--- src/logic/gm_defines.svh ---
`ifndef GM_DEFINES_SVH
`define GM_DEFINES_SVH

// data path
`define GM_DATA_WIDTH 32
`define GM_NUM_ENABLES 4

// DTL command fields
`define GM_ADDR_WIDTH 32
`define GM_BLOCK_WIDTH 5

// global memory, 8192 words
`define GM_MEM_ADDR_WIDTH 13

// highest byte address answered by the memory
`define GM_RANGE_HIGH 32767

// arbiter ports, host and core
`define GM_NUM_PORTS 2

`endif

--- src/logic/gm_pkg.sv ---
`include "gm_defines.svh"
`default_nettype none

package gm_pkg;

	typedef logic [`GM_DATA_WIDTH-1:0] data_t;
	typedef logic [`GM_NUM_ENABLES-1:0] strb_t;

	// number of beats minus one
	typedef logic [`GM_BLOCK_WIDTH-1:0] block_t;

	localparam int OFFSET_WIDTH = $clog2(`GM_NUM_ENABLES);
	localparam int UPPER_WIDTH = `GM_ADDR_WIDTH - `GM_MEM_ADDR_WIDTH - OFFSET_WIDTH;

	typedef struct packed {
		logic [UPPER_WIDTH-1:0] upper;
		logic [`GM_MEM_ADDR_WIDTH-1:0] word;
		logic [OFFSET_WIDTH-1:0] offset;
	} dtl_addr_fields_t;

	// byte address, flat for range checks or split into word index
	typedef union packed {
		logic [`GM_ADDR_WIDTH-1:0] flat;
		dtl_addr_fields_t fields;
	} dtl_addr_u;

endpackage

`default_nettype wire

--- src/logic/dtl_if.sv ---
`timescale 1ns/1ps
`default_nettype none

interface dtl_if;

	// ----------------------------------------
	// command channel
	logic cmd_valid;
	logic cmd_accept;
	logic cmd_read;
	gm_pkg::dtl_addr_u addr;
	gm_pkg::block_t block_size;

	// ----------------------------------------
	// write channel
	logic wr_valid;
	logic wr_accept;
	logic wr_last;
	gm_pkg::strb_t wr_mask;
	gm_pkg::data_t wr_data;

	// ----------------------------------------
	// read channel
	logic rd_valid;
	logic rd_accept;
	logic rd_last;
	gm_pkg::data_t rd_data;

	modport master (
		output cmd_valid, cmd_read, addr, block_size,
		output wr_valid, wr_last, wr_mask, wr_data,
		output rd_accept,
		input cmd_accept, wr_accept, rd_valid, rd_last, rd_data
	);

	modport slave (
		input cmd_valid, cmd_read, addr, block_size,
		input wr_valid, wr_last, wr_mask, wr_data,
		input rd_accept,
		output cmd_accept, wr_accept, rd_valid, rd_last, rd_data
	);

endinterface

`default_nettype wire

--- src/logic/dtl_arbiter.sv ---
`timescale 1ns/1ps
`include "gm_defines.svh"
`default_nettype none

module dtl_arbiter (
	input logic clk,
	input logic rst,
	dtl_if.slave host,
	dtl_if.slave core,
	dtl_if.master out
);

	localparam int SEL_W = $clog2(`GM_NUM_PORTS);

	logic [`GM_NUM_PORTS-1:0] req;
	logic [SEL_W-1:0] pick;
	logic [SEL_W-1:0] grant;
	logic [SEL_W-1:0] sel;
	logic busy;
	logic use_core;
	logic cmd_done;
	logic data_done;

	assign req = {core.cmd_valid, host.cmd_valid};

	// lowest index wins, so the host has priority
	always_comb
	begin
		pick = '0;
		for (int i = `GM_NUM_PORTS - 1; i >= 0; i--)
		begin
			if (req[i])
				pick = SEL_W'(i);
		end
	end

	assign sel = busy ? grant : pick;
	assign use_core = (sel == SEL_W'(1));

	// ----------------------------------------
	// towards the memory
	assign out.cmd_valid = !busy && (req != '0);
	assign out.cmd_read = use_core ? core.cmd_read : host.cmd_read;
	assign out.addr = use_core ? core.addr : host.addr;
	assign out.block_size = use_core ? core.block_size : host.block_size;
	assign out.wr_valid = busy && (use_core ? core.wr_valid : host.wr_valid);
	assign out.wr_last = use_core ? core.wr_last : host.wr_last;
	assign out.wr_mask = use_core ? core.wr_mask : host.wr_mask;
	assign out.wr_data = use_core ? core.wr_data : host.wr_data;
	assign out.rd_accept = busy && (use_core ? core.rd_accept : host.rd_accept);

	// ----------------------------------------
	// back to the ports, only the granted one sees handshakes
	assign host.cmd_accept = !busy && !use_core && host.cmd_valid && out.cmd_accept;
	assign host.wr_accept = busy && !use_core && out.wr_accept;
	assign host.rd_valid = busy && !use_core && out.rd_valid;
	assign host.rd_last = busy && !use_core && out.rd_last;
	assign host.rd_data = out.rd_data;

	assign core.cmd_accept = !busy && use_core && core.cmd_valid && out.cmd_accept;
	assign core.wr_accept = busy && use_core && out.wr_accept;
	assign core.rd_valid = busy && use_core && out.rd_valid;
	assign core.rd_last = busy && use_core && out.rd_last;
	assign core.rd_data = out.rd_data;

	assign cmd_done = out.cmd_valid && out.cmd_accept;
	assign data_done = (out.wr_valid && out.wr_accept && out.wr_last) ||
		(out.rd_valid && out.rd_accept && out.rd_last);

	// grant held from command until the last data beat
	always_ff @(posedge clk)
	begin
		if (rst)
		begin
			busy <= 1'b0;
			grant <= '0;
		end
		else if (!busy)
		begin
			if (cmd_done)
			begin
				busy <= 1'b1;
				grant <= pick;
			end
		end
		else if (data_done)
		begin
			busy <= 1'b0;
		end
	end

endmodule

`default_nettype wire

--- src/flat_wrapper.sv ---
// flat-port wrapper written by rule: the top's interface ports become plain ports
module dtl_arbiter_flat 
  (clk, rst, host_cmd_valid, host_cmd_read, host_addr, host_block_size, host_wr_valid, host_wr_last, host_wr_mask, host_wr_data, host_rd_accept, host_cmd_accept, host_wr_accept, host_rd_valid, host_rd_last, host_rd_data, core_cmd_valid, core_cmd_read, core_addr, core_block_size, core_wr_valid, core_wr_last, core_wr_mask, core_wr_data, core_rd_accept, core_cmd_accept, core_wr_accept, core_rd_valid, core_rd_last, core_rd_data, out_cmd_valid, out_cmd_read, out_addr, out_block_size, out_wr_valid, out_wr_last, out_wr_mask, out_wr_data, out_rd_accept, out_cmd_accept, out_wr_accept, out_rd_valid, out_rd_last, out_rd_data);
  dtl_if host_i ();
  dtl_if core_i ();
  dtl_if out_i ();
  input logic clk;
  input logic rst;
  input wire logic [$bits(host_i.cmd_valid)-1:0] host_cmd_valid;
  input wire logic [$bits(host_i.cmd_read)-1:0] host_cmd_read;
  input wire logic [$bits(host_i.addr)-1:0] host_addr;
  input wire logic [$bits(host_i.block_size)-1:0] host_block_size;
  input wire logic [$bits(host_i.wr_valid)-1:0] host_wr_valid;
  input wire logic [$bits(host_i.wr_last)-1:0] host_wr_last;
  input wire logic [$bits(host_i.wr_mask)-1:0] host_wr_mask;
  input wire logic [$bits(host_i.wr_data)-1:0] host_wr_data;
  input wire logic [$bits(host_i.rd_accept)-1:0] host_rd_accept;
  output wire logic [$bits(host_i.cmd_accept)-1:0] host_cmd_accept;
  output wire logic [$bits(host_i.wr_accept)-1:0] host_wr_accept;
  output wire logic [$bits(host_i.rd_valid)-1:0] host_rd_valid;
  output wire logic [$bits(host_i.rd_last)-1:0] host_rd_last;
  output wire logic [$bits(host_i.rd_data)-1:0] host_rd_data;
  input wire logic [$bits(core_i.cmd_valid)-1:0] core_cmd_valid;
  input wire logic [$bits(core_i.cmd_read)-1:0] core_cmd_read;
  input wire logic [$bits(core_i.addr)-1:0] core_addr;
  input wire logic [$bits(core_i.block_size)-1:0] core_block_size;
  input wire logic [$bits(core_i.wr_valid)-1:0] core_wr_valid;
  input wire logic [$bits(core_i.wr_last)-1:0] core_wr_last;
  input wire logic [$bits(core_i.wr_mask)-1:0] core_wr_mask;
  input wire logic [$bits(core_i.wr_data)-1:0] core_wr_data;
  input wire logic [$bits(core_i.rd_accept)-1:0] core_rd_accept;
  output wire logic [$bits(core_i.cmd_accept)-1:0] core_cmd_accept;
  output wire logic [$bits(core_i.wr_accept)-1:0] core_wr_accept;
  output wire logic [$bits(core_i.rd_valid)-1:0] core_rd_valid;
  output wire logic [$bits(core_i.rd_last)-1:0] core_rd_last;
  output wire logic [$bits(core_i.rd_data)-1:0] core_rd_data;
  output wire logic [$bits(out_i.cmd_valid)-1:0] out_cmd_valid;
  output wire logic [$bits(out_i.cmd_read)-1:0] out_cmd_read;
  output wire logic [$bits(out_i.addr)-1:0] out_addr;
  output wire logic [$bits(out_i.block_size)-1:0] out_block_size;
  output wire logic [$bits(out_i.wr_valid)-1:0] out_wr_valid;
  output wire logic [$bits(out_i.wr_last)-1:0] out_wr_last;
  output wire logic [$bits(out_i.wr_mask)-1:0] out_wr_mask;
  output wire logic [$bits(out_i.wr_data)-1:0] out_wr_data;
  output wire logic [$bits(out_i.rd_accept)-1:0] out_rd_accept;
  input wire logic [$bits(out_i.cmd_accept)-1:0] out_cmd_accept;
  input wire logic [$bits(out_i.wr_accept)-1:0] out_wr_accept;
  input wire logic [$bits(out_i.rd_valid)-1:0] out_rd_valid;
  input wire logic [$bits(out_i.rd_last)-1:0] out_rd_last;
  input wire logic [$bits(out_i.rd_data)-1:0] out_rd_data;
  assign host_i.cmd_valid = host_cmd_valid;
  assign host_i.cmd_read = host_cmd_read;
  assign host_i.addr = host_addr;
  assign host_i.block_size = host_block_size;
  assign host_i.wr_valid = host_wr_valid;
  assign host_i.wr_last = host_wr_last;
  assign host_i.wr_mask = host_wr_mask;
  assign host_i.wr_data = host_wr_data;
  assign host_i.rd_accept = host_rd_accept;
  assign host_cmd_accept = host_i.cmd_accept;
  assign host_wr_accept = host_i.wr_accept;
  assign host_rd_valid = host_i.rd_valid;
  assign host_rd_last = host_i.rd_last;
  assign host_rd_data = host_i.rd_data;
  assign core_i.cmd_valid = core_cmd_valid;
  assign core_i.cmd_read = core_cmd_read;
  assign core_i.addr = core_addr;
  assign core_i.block_size = core_block_size;
  assign core_i.wr_valid = core_wr_valid;
  assign core_i.wr_last = core_wr_last;
  assign core_i.wr_mask = core_wr_mask;
  assign core_i.wr_data = core_wr_data;
  assign core_i.rd_accept = core_rd_accept;
  assign core_cmd_accept = core_i.cmd_accept;
  assign core_wr_accept = core_i.wr_accept;
  assign core_rd_valid = core_i.rd_valid;
  assign core_rd_last = core_i.rd_last;
  assign core_rd_data = core_i.rd_data;
  assign out_cmd_valid = out_i.cmd_valid;
  assign out_cmd_read = out_i.cmd_read;
  assign out_addr = out_i.addr;
  assign out_block_size = out_i.block_size;
  assign out_wr_valid = out_i.wr_valid;
  assign out_wr_last = out_i.wr_last;
  assign out_wr_mask = out_i.wr_mask;
  assign out_wr_data = out_i.wr_data;
  assign out_rd_accept = out_i.rd_accept;
  assign out_i.cmd_accept = out_cmd_accept;
  assign out_i.wr_accept = out_wr_accept;
  assign out_i.rd_valid = out_rd_valid;
  assign out_i.rd_last = out_rd_last;
  assign out_i.rd_data = out_rd_data;
  dtl_arbiter u_core (.clk(clk), .rst(rst), .host(host_i), .core(core_i), .out(out_i));
endmodule
--- config.mk ---
export PLATFORM = sky130hd
export DESIGN_NAME = dtl_arbiter_flat
export DESIGN_NICKNAME = d
export VERILOG_FILES = /design/src/logic/gm_pkg.sv /design/src/logic/dtl_if.sv /design/src/logic/dtl_arbiter.sv /design/src/flat_wrapper.sv
export VERILOG_INCLUDE_DIRS = /design/src /design/src/logic
export SDC_FILE = /design/constraint.sdc
export NUM_CORES = 1
export LEC_CHECK = 0
export ABC_AREA = 1
export BUFFER_PORTS_ARGS = -buffer_cell sky130_fd_sc_hd__buf_2
export CELL_PAD_IN_SITES_DETAIL_PLACEMENT = 1
export CELL_PAD_IN_SITES_GLOBAL_PLACEMENT = 1
export CORE_ASPECT_RATIO = 0.75
export CORE_MARGIN = 10
export CORE_UTILIZATION = 15
export DETAILED_ROUTE_END_ITERATION = 12
export GPL_TIMING_DRIVEN = 0
export PLACE_DENSITY_LB_ADDON = 0.08
export SLEW_MARGIN = 0
export SYNTH_ARGS = -nofsm -noshare
export SYNTH_HDL_FRONTEND = slang
export SYNTH_SLANG_ARGS = --single-unit
--- constraint.sdc ---
create_clock -name clk -period 1.74 [get_ports clk]
set_clock_uncertainty 0.1 [all_clocks]
set_input_delay 0.174 -clock clk [delete_from_list [all_inputs] [get_ports clk]]
set_output_delay 0.174 -clock clk [all_outputs]
set_load 0.05 [all_outputs]
# Yosys cells after proc, flatten, opt, wreduce, memory -nomap -nowiden

Cells that the tools add are included.

Bitwise logic cells: 1
Reductions and logical operators: 27
Muxes and demuxes: 14

Operator list:

| kind                | number |
|---|---|
| 2-to-1 mux 32 bit   | 2 |
| logical AND 1 bit   | 22 |
| 2-to-1 mux 1 bit    | 10 |
| 2-to-1 mux 5 bit    | 1 |
| 2-to-1 mux 4 bit    | 1 |
| zero test 1 bit     | 2 |
| AND reduction 2 bit | 1 |
| nonzero test 2 bit  | 1 |
| logical OR 1 bit    | 1 |
| inverter 1 bit      | 1 |

Input port bits: 194
Flip-flop bits (word level): 2
Output and inout port bits: 150

# Logic depth before layout (Yosys ltp)

Gate-level depths: netlist (run 1).

Depth in word-level cells: 10
Gate-level depth with buffers: 10
Depth with buffers taken out: 9

# Worst setup path before layout (run 1)

Ideal clock, no wire load.

Path type: register to output
Start point: reg u_core.busy
End point: out host_rd_last
Setup slack: 85 ps
Required time: 1466 ps
Arrival time: 1381 ps
Buffers on the path: 0
Cell stages (with the launch flop): 4
Cells stage by stage: dfxtp_1 inv_2 or2_1 nor2_1

Longest elaborated chain between the ends: 4

RTL lines:

| what                             | line               | text |
|---|---|---|
| start: declaration               | dtl_arbiter.sv:19  | `logic busy;` |
| start signal: assignment         | dtl_arbiter.sv:75  | `busy <= 1'b0;` |
| start signal: assignment         | dtl_arbiter.sv:82  | `busy <= 1'b1;` |
| start signal: assignment         | dtl_arbiter.sv:88  | `busy <= 1'b0;` |
| 2-to-1 mux 1 bit                 | dtl_arbiter.sv:37  | `assign sel = busy ? grant : pick;` |
| zero test 1 bit                  | dtl_arbiter.sv:57  | `assign host.rd_last = busy && !use_core && out.rd_last;` |
| logical AND 1 bit * (2 in a row) | dtl_arbiter.sv:57  |  |
| end: declaration                 | flat_wrapper.sv:21 | `output wire logic [$bits(host_i.rd_last)-1:0] host_rd_last;` |

Every way passes the cells marked *; elsewhere a longest branch is shown, timed or not.

# Final worst setup path (run 1)

Start point: reg u_core.busy
End point: out out_wr_data[29]

Longest elaborated chain between the ends: 2

RTL lines:

| what              | line               | text |
|---|---|---|
| 2-to-1 mux 1 bit  | dtl_arbiter.sv:37  |  |
| 2-to-1 mux 32 bit | dtl_arbiter.sv:49  | `assign out.wr_data = use_core ? core.wr_data : host.wr_data;` |
| end: declaration  | flat_wrapper.sv:44 | `output wire logic [$bits(out_i.wr_data)-1:0] out_wr_data;` |

No other way between the ends.

==> results.cfg, run 1 <==
[drt]
first_pass_iters = 4
wirelength_mm = 13.8
vias = 2597
drt_iter0_markers = 58
via_per_inst = 3.77
wire_per_inst_um = 20.1
drc = 0
ant_nets = 0

[clock_tree]
cts.sinks = 2
clockRootBuffer = clkbuf_16
clkTransAtPathRegs_ns = 0.03
tritoncts = built
cts_buffers = 3
h-tree-depth = 1
clk_latency_ns = 0.22
cts_buffer_depth = 2

[critical_path]
worstPathCellList = inv_4 -> nand3_4 -> nand2_8 -> buf_12 -> clkbuf_16 -> mux2_4 -> buf_6
crit_slowest_cell = dfxtp_4
critPathArrivalTime_ns = 1.59
critPathLaunchType = flop
endpoint_kind = primary output
required_ns = 1.47
crit_type = flop to primary output
cp_max_fo = 6
max_stage_delay_ns = 0.35

[layout]
mostFrequentLayoutCell = buf_2
fillers = 1484
layout-area-overhead-vs-synth_pct = 138
final_cell_mix = 235 x buf_2, 89 x buf_4, 51 x buf_6, 50 x mux2_4, 24 x mux2_2
drive_gt1_frac = 0.908
post-route-util = 0.372
design_area_um2 = 4390
nNetsFinal = 720

[power]
intPower_mw = 1.23
p_leak_nw = 2.53
p_sw_frac = 0.522
power-per-cell-area_nw_per_um2 = 584
power_switching_mw = 1.34
p_total_mw = 2.56
ir_worst_vdd_mv = 0.362
pwr-share-comb = 0.845
power_frac_clock = 0.133
p_seq_frac = 0.022

[timing]
setup-violations-final = 74
slew_viol_final = 0
tightest_slew_ns = 0.268
finalHoldViolCount = 0
finalCriticalPeriod_ns = 1.87
fin_crit_sh = 1.07
rsz0062_at_grt = yes
maxSlewHeadroom = 0.822
worst_slack_ns = -0.128
max_freq_ghz = 0.535

[yosys]
netlist_instances = 200
synthesis.nets = 394
ys_warn_count = 0
synthAdderAreaFrac = 0
synth-xor-area-share = 0
syn-cell-area_um2 = 1840
synth.distinct_cells = 17
synth_top_family_by_area = multiplexers
avgSynthCellArea_um2 = 9.21
ys_seq_elements = 2
synth_top_area_share = 0.408
synth_area_leader_cell = mux2_4
synth-simple-area-share = 0.0774
synth-compound-area-share = 0.0109
synth.mux.area_fraction = 0.554
yosysSeqAreaShare = 0.0217
ys_top_cells_by_area = mux2_4 41%, buf_4 26%, mux2_2 15%, buf_6 3.7%, inv_1 3.1%

[die]
die_w_um = 148
dieArea_um2 = 17200
core_um2 = 11800
num_rows = 34
ios = 344
die_h_um = 116
start_util = 0.156

[min_path]
hp-class = input pin to flop

[place]
pre_cts_ws_ns = -0.243
io_buffers = 311
gp_congestion = 0.707
hpwlAfterDp_mm = 12.4
place_area_um2 = 3600

[global_routing]
grt.overflow.total = 0
grt_pass1_vias = 2896
grt_start_max_net_pins = 11
grt_usage = 0.140
grt_pass1_wl_mm = 18.6
antenna_found_initial = 2

[outcome]
violations = setup timing
status = complete, but fails checks

[run]
maxCapViolCount = 0
-- per-stage QoR --
stage	instances	hold WS [ns]	TNS, ns
floorplan	200	0.143	0
global placement	673	0.256	-15.05
detailed placement	673	0.261	-14.81
CTS	681	0.0291	-9.68
global route	686	0.0478	-12.46
finish	689	0.0282	-7.85
-- flip-flops by register name, summed over array words and instances, names as in the netlist --
signal	cells
u_core.busy	1
u_core.grant	1
-- critical path: cells and delay by family, from the launching register on --
kind,cells,cell delay (ns)
buffers and inverters,4,0.51
flip-flops,1,0.35
multiplexers,1,0.30
AND/OR/NAND/NOR,2,0.20
-- power by group through the flow --
| stage | Combinational [mW] | Sequential, mW | Clock, mW |
|---|---|---|---|
| after CTS | 2.14 | 0.0554 | 0.347 |
| after global routing | 2.26 | 0.0561 | 0.352 |
| final | 2.17 | 0.0555 | 0.341 |
| after detailed placement | 1.87 | 0.0559 | 0 |
| after global placement | 1.86 | 0.0561 | 0 |
| after floorplan | 1.40 | 0.0542 | 0 |
-- what timing repair did --
item / 4_1_cts / 5_1_grt
hold buffers: 0 / 0
hold endpoints to repair: 0 / 0
cloned: 2 / 5
setup endpoints to repair: 77 / 76
buffers inserted: 3 / 0
gates resized for setup: 154 / 5
pin swaps: 1 / 1
-- metal layers --
metal | vias up | part of all wire | global-route usage
li1 | 1258 | - | -
met2 | 160 | 0.56 | 0.286
met1 | 1171 | 0.34 | 0.135
met4 | 2 | 0.0048 | 0.0191
met3 | 6 | 0.088 | 0.0506
met5 | - | 0.0014 | 0
-- worst paths after layout --
| path | slack [ns] | depth (start not counted) | to | start |
|---|---|---|---|---|
| worst max-delay path | -0.13 | 7 | out_wr_data[29] | u_core.busy |
| worst min-delay path | 0.03 | 2 | u_core.grant | rst |
| worst max register to register | 0.24 | 10 | u_core.busy | u_core.busy |
| worst min register to register | 0.41 | 2 | u_core.grant | u_core.grant |
-- layout make-up --
type | instances | area, um^2 | share of cell area
Antenna cell | 3 | 7.51 | 0.00171
Buffer | 72 | 616 | 0.140
Clock buffer | 3 | 75.1 | 0.0171
Inverter | 16 | 62.6 | 0.0143
Multi-Input combinational cell | 110 | 1210 | 0.276
Sequential cell | 2 | 45.0 | 0.0103
Tap cell | 162 | 203 | 0.0462
Timing Repair Buffer | 321 | 2170 | 0.495
-- Yosys cell counts (all sizes together) --
cell type,count
a21oi,3
buf,72
dfxtp,2
inv,16
mux2,74
nand2,12
nand3,5
nand3b,1
nor2,13
o21ai,1
or2,1
-- kinds of logic (layout without fill, tap and decap cells) --
group                  Yosys count  after routing
buffers and inverters           88            412
muxes                           74             74
and+or+nand+nor                 32             32
AOI/OAI and AO/OA                4              4
DFF                              2              2
other                            0              3
Note: power is estimated with default switching activity, not from simulation.
==> run 2: changes to the inputs <==
Settings changed: ABC_AREA 1 to default, CORE_UTILIZATION 15 to 13.
==> run 2 against run 1 <==
Compared with the run above: the flow still finishes with violations (setup timing); worst hold slack better by 0.035 ns; register-to-register slack worse by 0.05 ns; sequential power up 1%; synthesized cell count down 12%; fmax down 1.8%; core utilization down 2.9 points; cell count down 3.9%; highest routed layer is now met4; wire length down 5.1%; critical path depth down 1; combinational power about the same; die area up 1.1%; first-iteration DRC count down 50%.
==> results.cfg, run 2 <==
[global_routing]
grt_pass1_vias = 2981
grt_start_max_net_pins = 11
antenna_found_initial = 1
grt_usage = 0.135
grt_pass1_wl_mm = 18.2
grt.overflow.total = 0

[place]
post-place-cells = 653
hpwlAfterDp_mm = 11.8
gp_congestion = 0.822
io_buffers = 311

[power]
power-per-cell-area_nw_per_um2 = 611
ir_worst_vdd_mv = 0.196
p_total_mw = 2.57
p_leak_nw = 2.33

[critical_path]
worstPathCellList = nor3b_4 -> a21oi_4 -> buf_12 -> buf_16 -> mux2_4 -> buf_8
r2r-start = u_core.busy
endpoint_kind = primary output
r2r_cells = 6
critPathLaunchType = flop
rr_endpoint = u_core.busy
crit_slowest_cell = dfxtp_4
crit_type = flop to primary output
required_ns = 1.47
critPathArrivalTime_ns = 1.63
reg2reg_slack_ns = 0.19
max_stage_delay_ns = 0.35
cp_max_fo = 8

[clock_tree]
cts_buffer_depth = 2
h-tree-depth = 1
clockRootBuffer = clkbuf_16
cts.sinks = 2
cts_buffers = 3
tritoncts = built
clkTransAtPathRegs_ns = 0.03
clk_latency_ns = 0.22
hold_buffers = 0

[min_path]
hp-class = input pin to flop
worstHoldStart = out_wr_accept
holdPathEnd = u_core.busy
hold_path_depth = 2

[yosys]
syn-cell-area_um2 = 1620
synth.distinct_cells = 21
ys_top_cells_by_area = mux2_2 52%, buf_4 30%, buf_6 4.2%, dfxtp_1 2.5%, nor2b_1 1.5%
synth_top_area_share = 0.515
synthTopCellsByCount = 74 x mux2_2, 64 x buf_4, 6 x buf_6
synth_area_leader_cell = mux2_2
netlist_instances = 176
synthFlopType = dfxtp_1
avgSynthCellArea_um2 = 9.19
ys_seq_elements = 2
synthesis.nets = 370
synth_edf_count = 0
yosysSeqAreaShare = 0.0247
async_flop_share = 0
ys_warn_count = 0
synth_most_common_cell = mux2_2

[die]
ios = 344
dieArea_um2 = 17400
die_w_um = 149
start_util = 0.132
num_rows = 35
core_um2 = 12200
die_h_um = 117

[timing]
fin_crit_sh = 1.09
slew_viol_final = 0
max_freq_ghz = 0.526
setup-violations-final = 75
maxSlewHeadroom = 0.830
finalHoldViolCount = 0
finalSetupTns_ns = -9.66
worst_slack_ns = -0.163
finalCriticalPeriod_ns = 1.90
rsz0062_at_grt = yes
tightest_slew_ns = 0.254

[drt]
first_pass_iters = 4
wire_per_inst_um = 19.8
wirelength_mm = 13.1
vias = 2509
via_per_inst = 3.79
ant_nets = 0
drc = 0
drt_iter0_markers = 29

[layout]
nNetsFinal = 691
reg.largest.list = u_core.busy: 1 flops, u_core.grant: 1 flops
mostFrequentLayoutCell = buf_2
stdcell_count = 662
drive_gt1_frac = 0.962
final_cell_mix = 231 x buf_2, 71 x buf_4, 68 x buf_6, 64 x mux2_2, 14 x buf_8
layout-area-overhead-vs-synth_pct = 160

[run]
maxCapViolCount = 0

[outcome]
status = complete, but fails checks
violations = setup timing
==> run 2: cell types whose count changed after synthesis, moves of 9 or more <==
cell / change
inv_1: -13
mux2_4: -49
nor2_1: -11
nand2_1: -9
mux2_2: +50
==> run 2: what timing repair did <==
item / in CTS / in global routing
cloned: 1 / 0
setup buffers: 3 / 2
pin swaps: 2 / 2
resized for setup: 188 / 21
endpoints found under the setup margin: 83 / 84
==> run 2: metal layers <==
metal  wire length, um  vias up  track usage
li1                  -     1187            -
met1              3930     1142        0.115
met2              7350      170        0.275
met3              1670       10       0.0681
met4               180        0       0.0287
met5                 0        -            0
==> run 2: area by class of cell <==
cell class | count | area, um^2
inverter | 2 | 7.51
sequential | 2 | 47.5
buffer | 73 | 623
clock buffer | 3 | 75.1
fill | 1513 | 8020
tap | 166 | 208
timing repair buffer | 317 | 2140
multi-input combinational | 98 | 1090
antenna | 1 | 2.50
==> run 2: worst max path at each step <==
stage                     depth (start not counted)              end          from  slack, ns
after floorplan                                   2    out_rd_accept   u_core.busy       0.06
after CTS                                         6  out_wr_data[25]   u_core.busy      -0.19
final                                             6      out_addr[4]   u_core.busy      -0.16
after detailed placement                          6      out_addr[4]  u_core.grant      -0.30
after global routing                              6  out_wr_data[25]   u_core.busy      -0.21
after global placement                            6      out_addr[9]  u_core.grant      -0.28
==> run 2: critical path: cells and delay by family, from the launching register on <==
kind                   cells  cell delay (ns)
AOI/OAI and AO/OA          1             0.06
buffers and inverters      3             0.46
DFF                        1             0.35
muxes                      1             0.32
and+or+nand+nor            1             0.22
==> run 2: power by group <==
| part | leakage, nW | internal (mW) | switching [mW] |
|---|---|---|---|
| logic | 2.28 | 0.868 | 1.30 |
| registers | 0.0178 | 0.0500 | 0.00628 |
| clock network | 0.0370 | 0.292 | 0.0480 |
==> run 2: per-stage QoR <==
step / setup WS, ns / hold WS (ns) / area [um^2] / util
2_1_floorplan: 0.0589 / 0.173 / 1640 / -
3_3_place_gp: -0.281 / 0.298 / 3400 / 0.279
3_5_place_dp: -0.304 / 0.305 / 3400 / 0.279
4_1_cts: -0.186 / 0.0719 / 4130 / 0.338
5_1_grt: -0.207 / 0.0892 / 4200 / 0.344
6_report: -0.163 / 0.0630 / 4200 / 0.344
==> run 2: logic make-up after synthesis <==
kind of cell	Yosys count	synth area share
buffers and inverters	76	0.355
flip-flops	2	0.0247
multiplexers	77	0.537
AND/OR/NAND/NOR	16	0.0603
AO/OA/AOI/OAI	5	0.0232
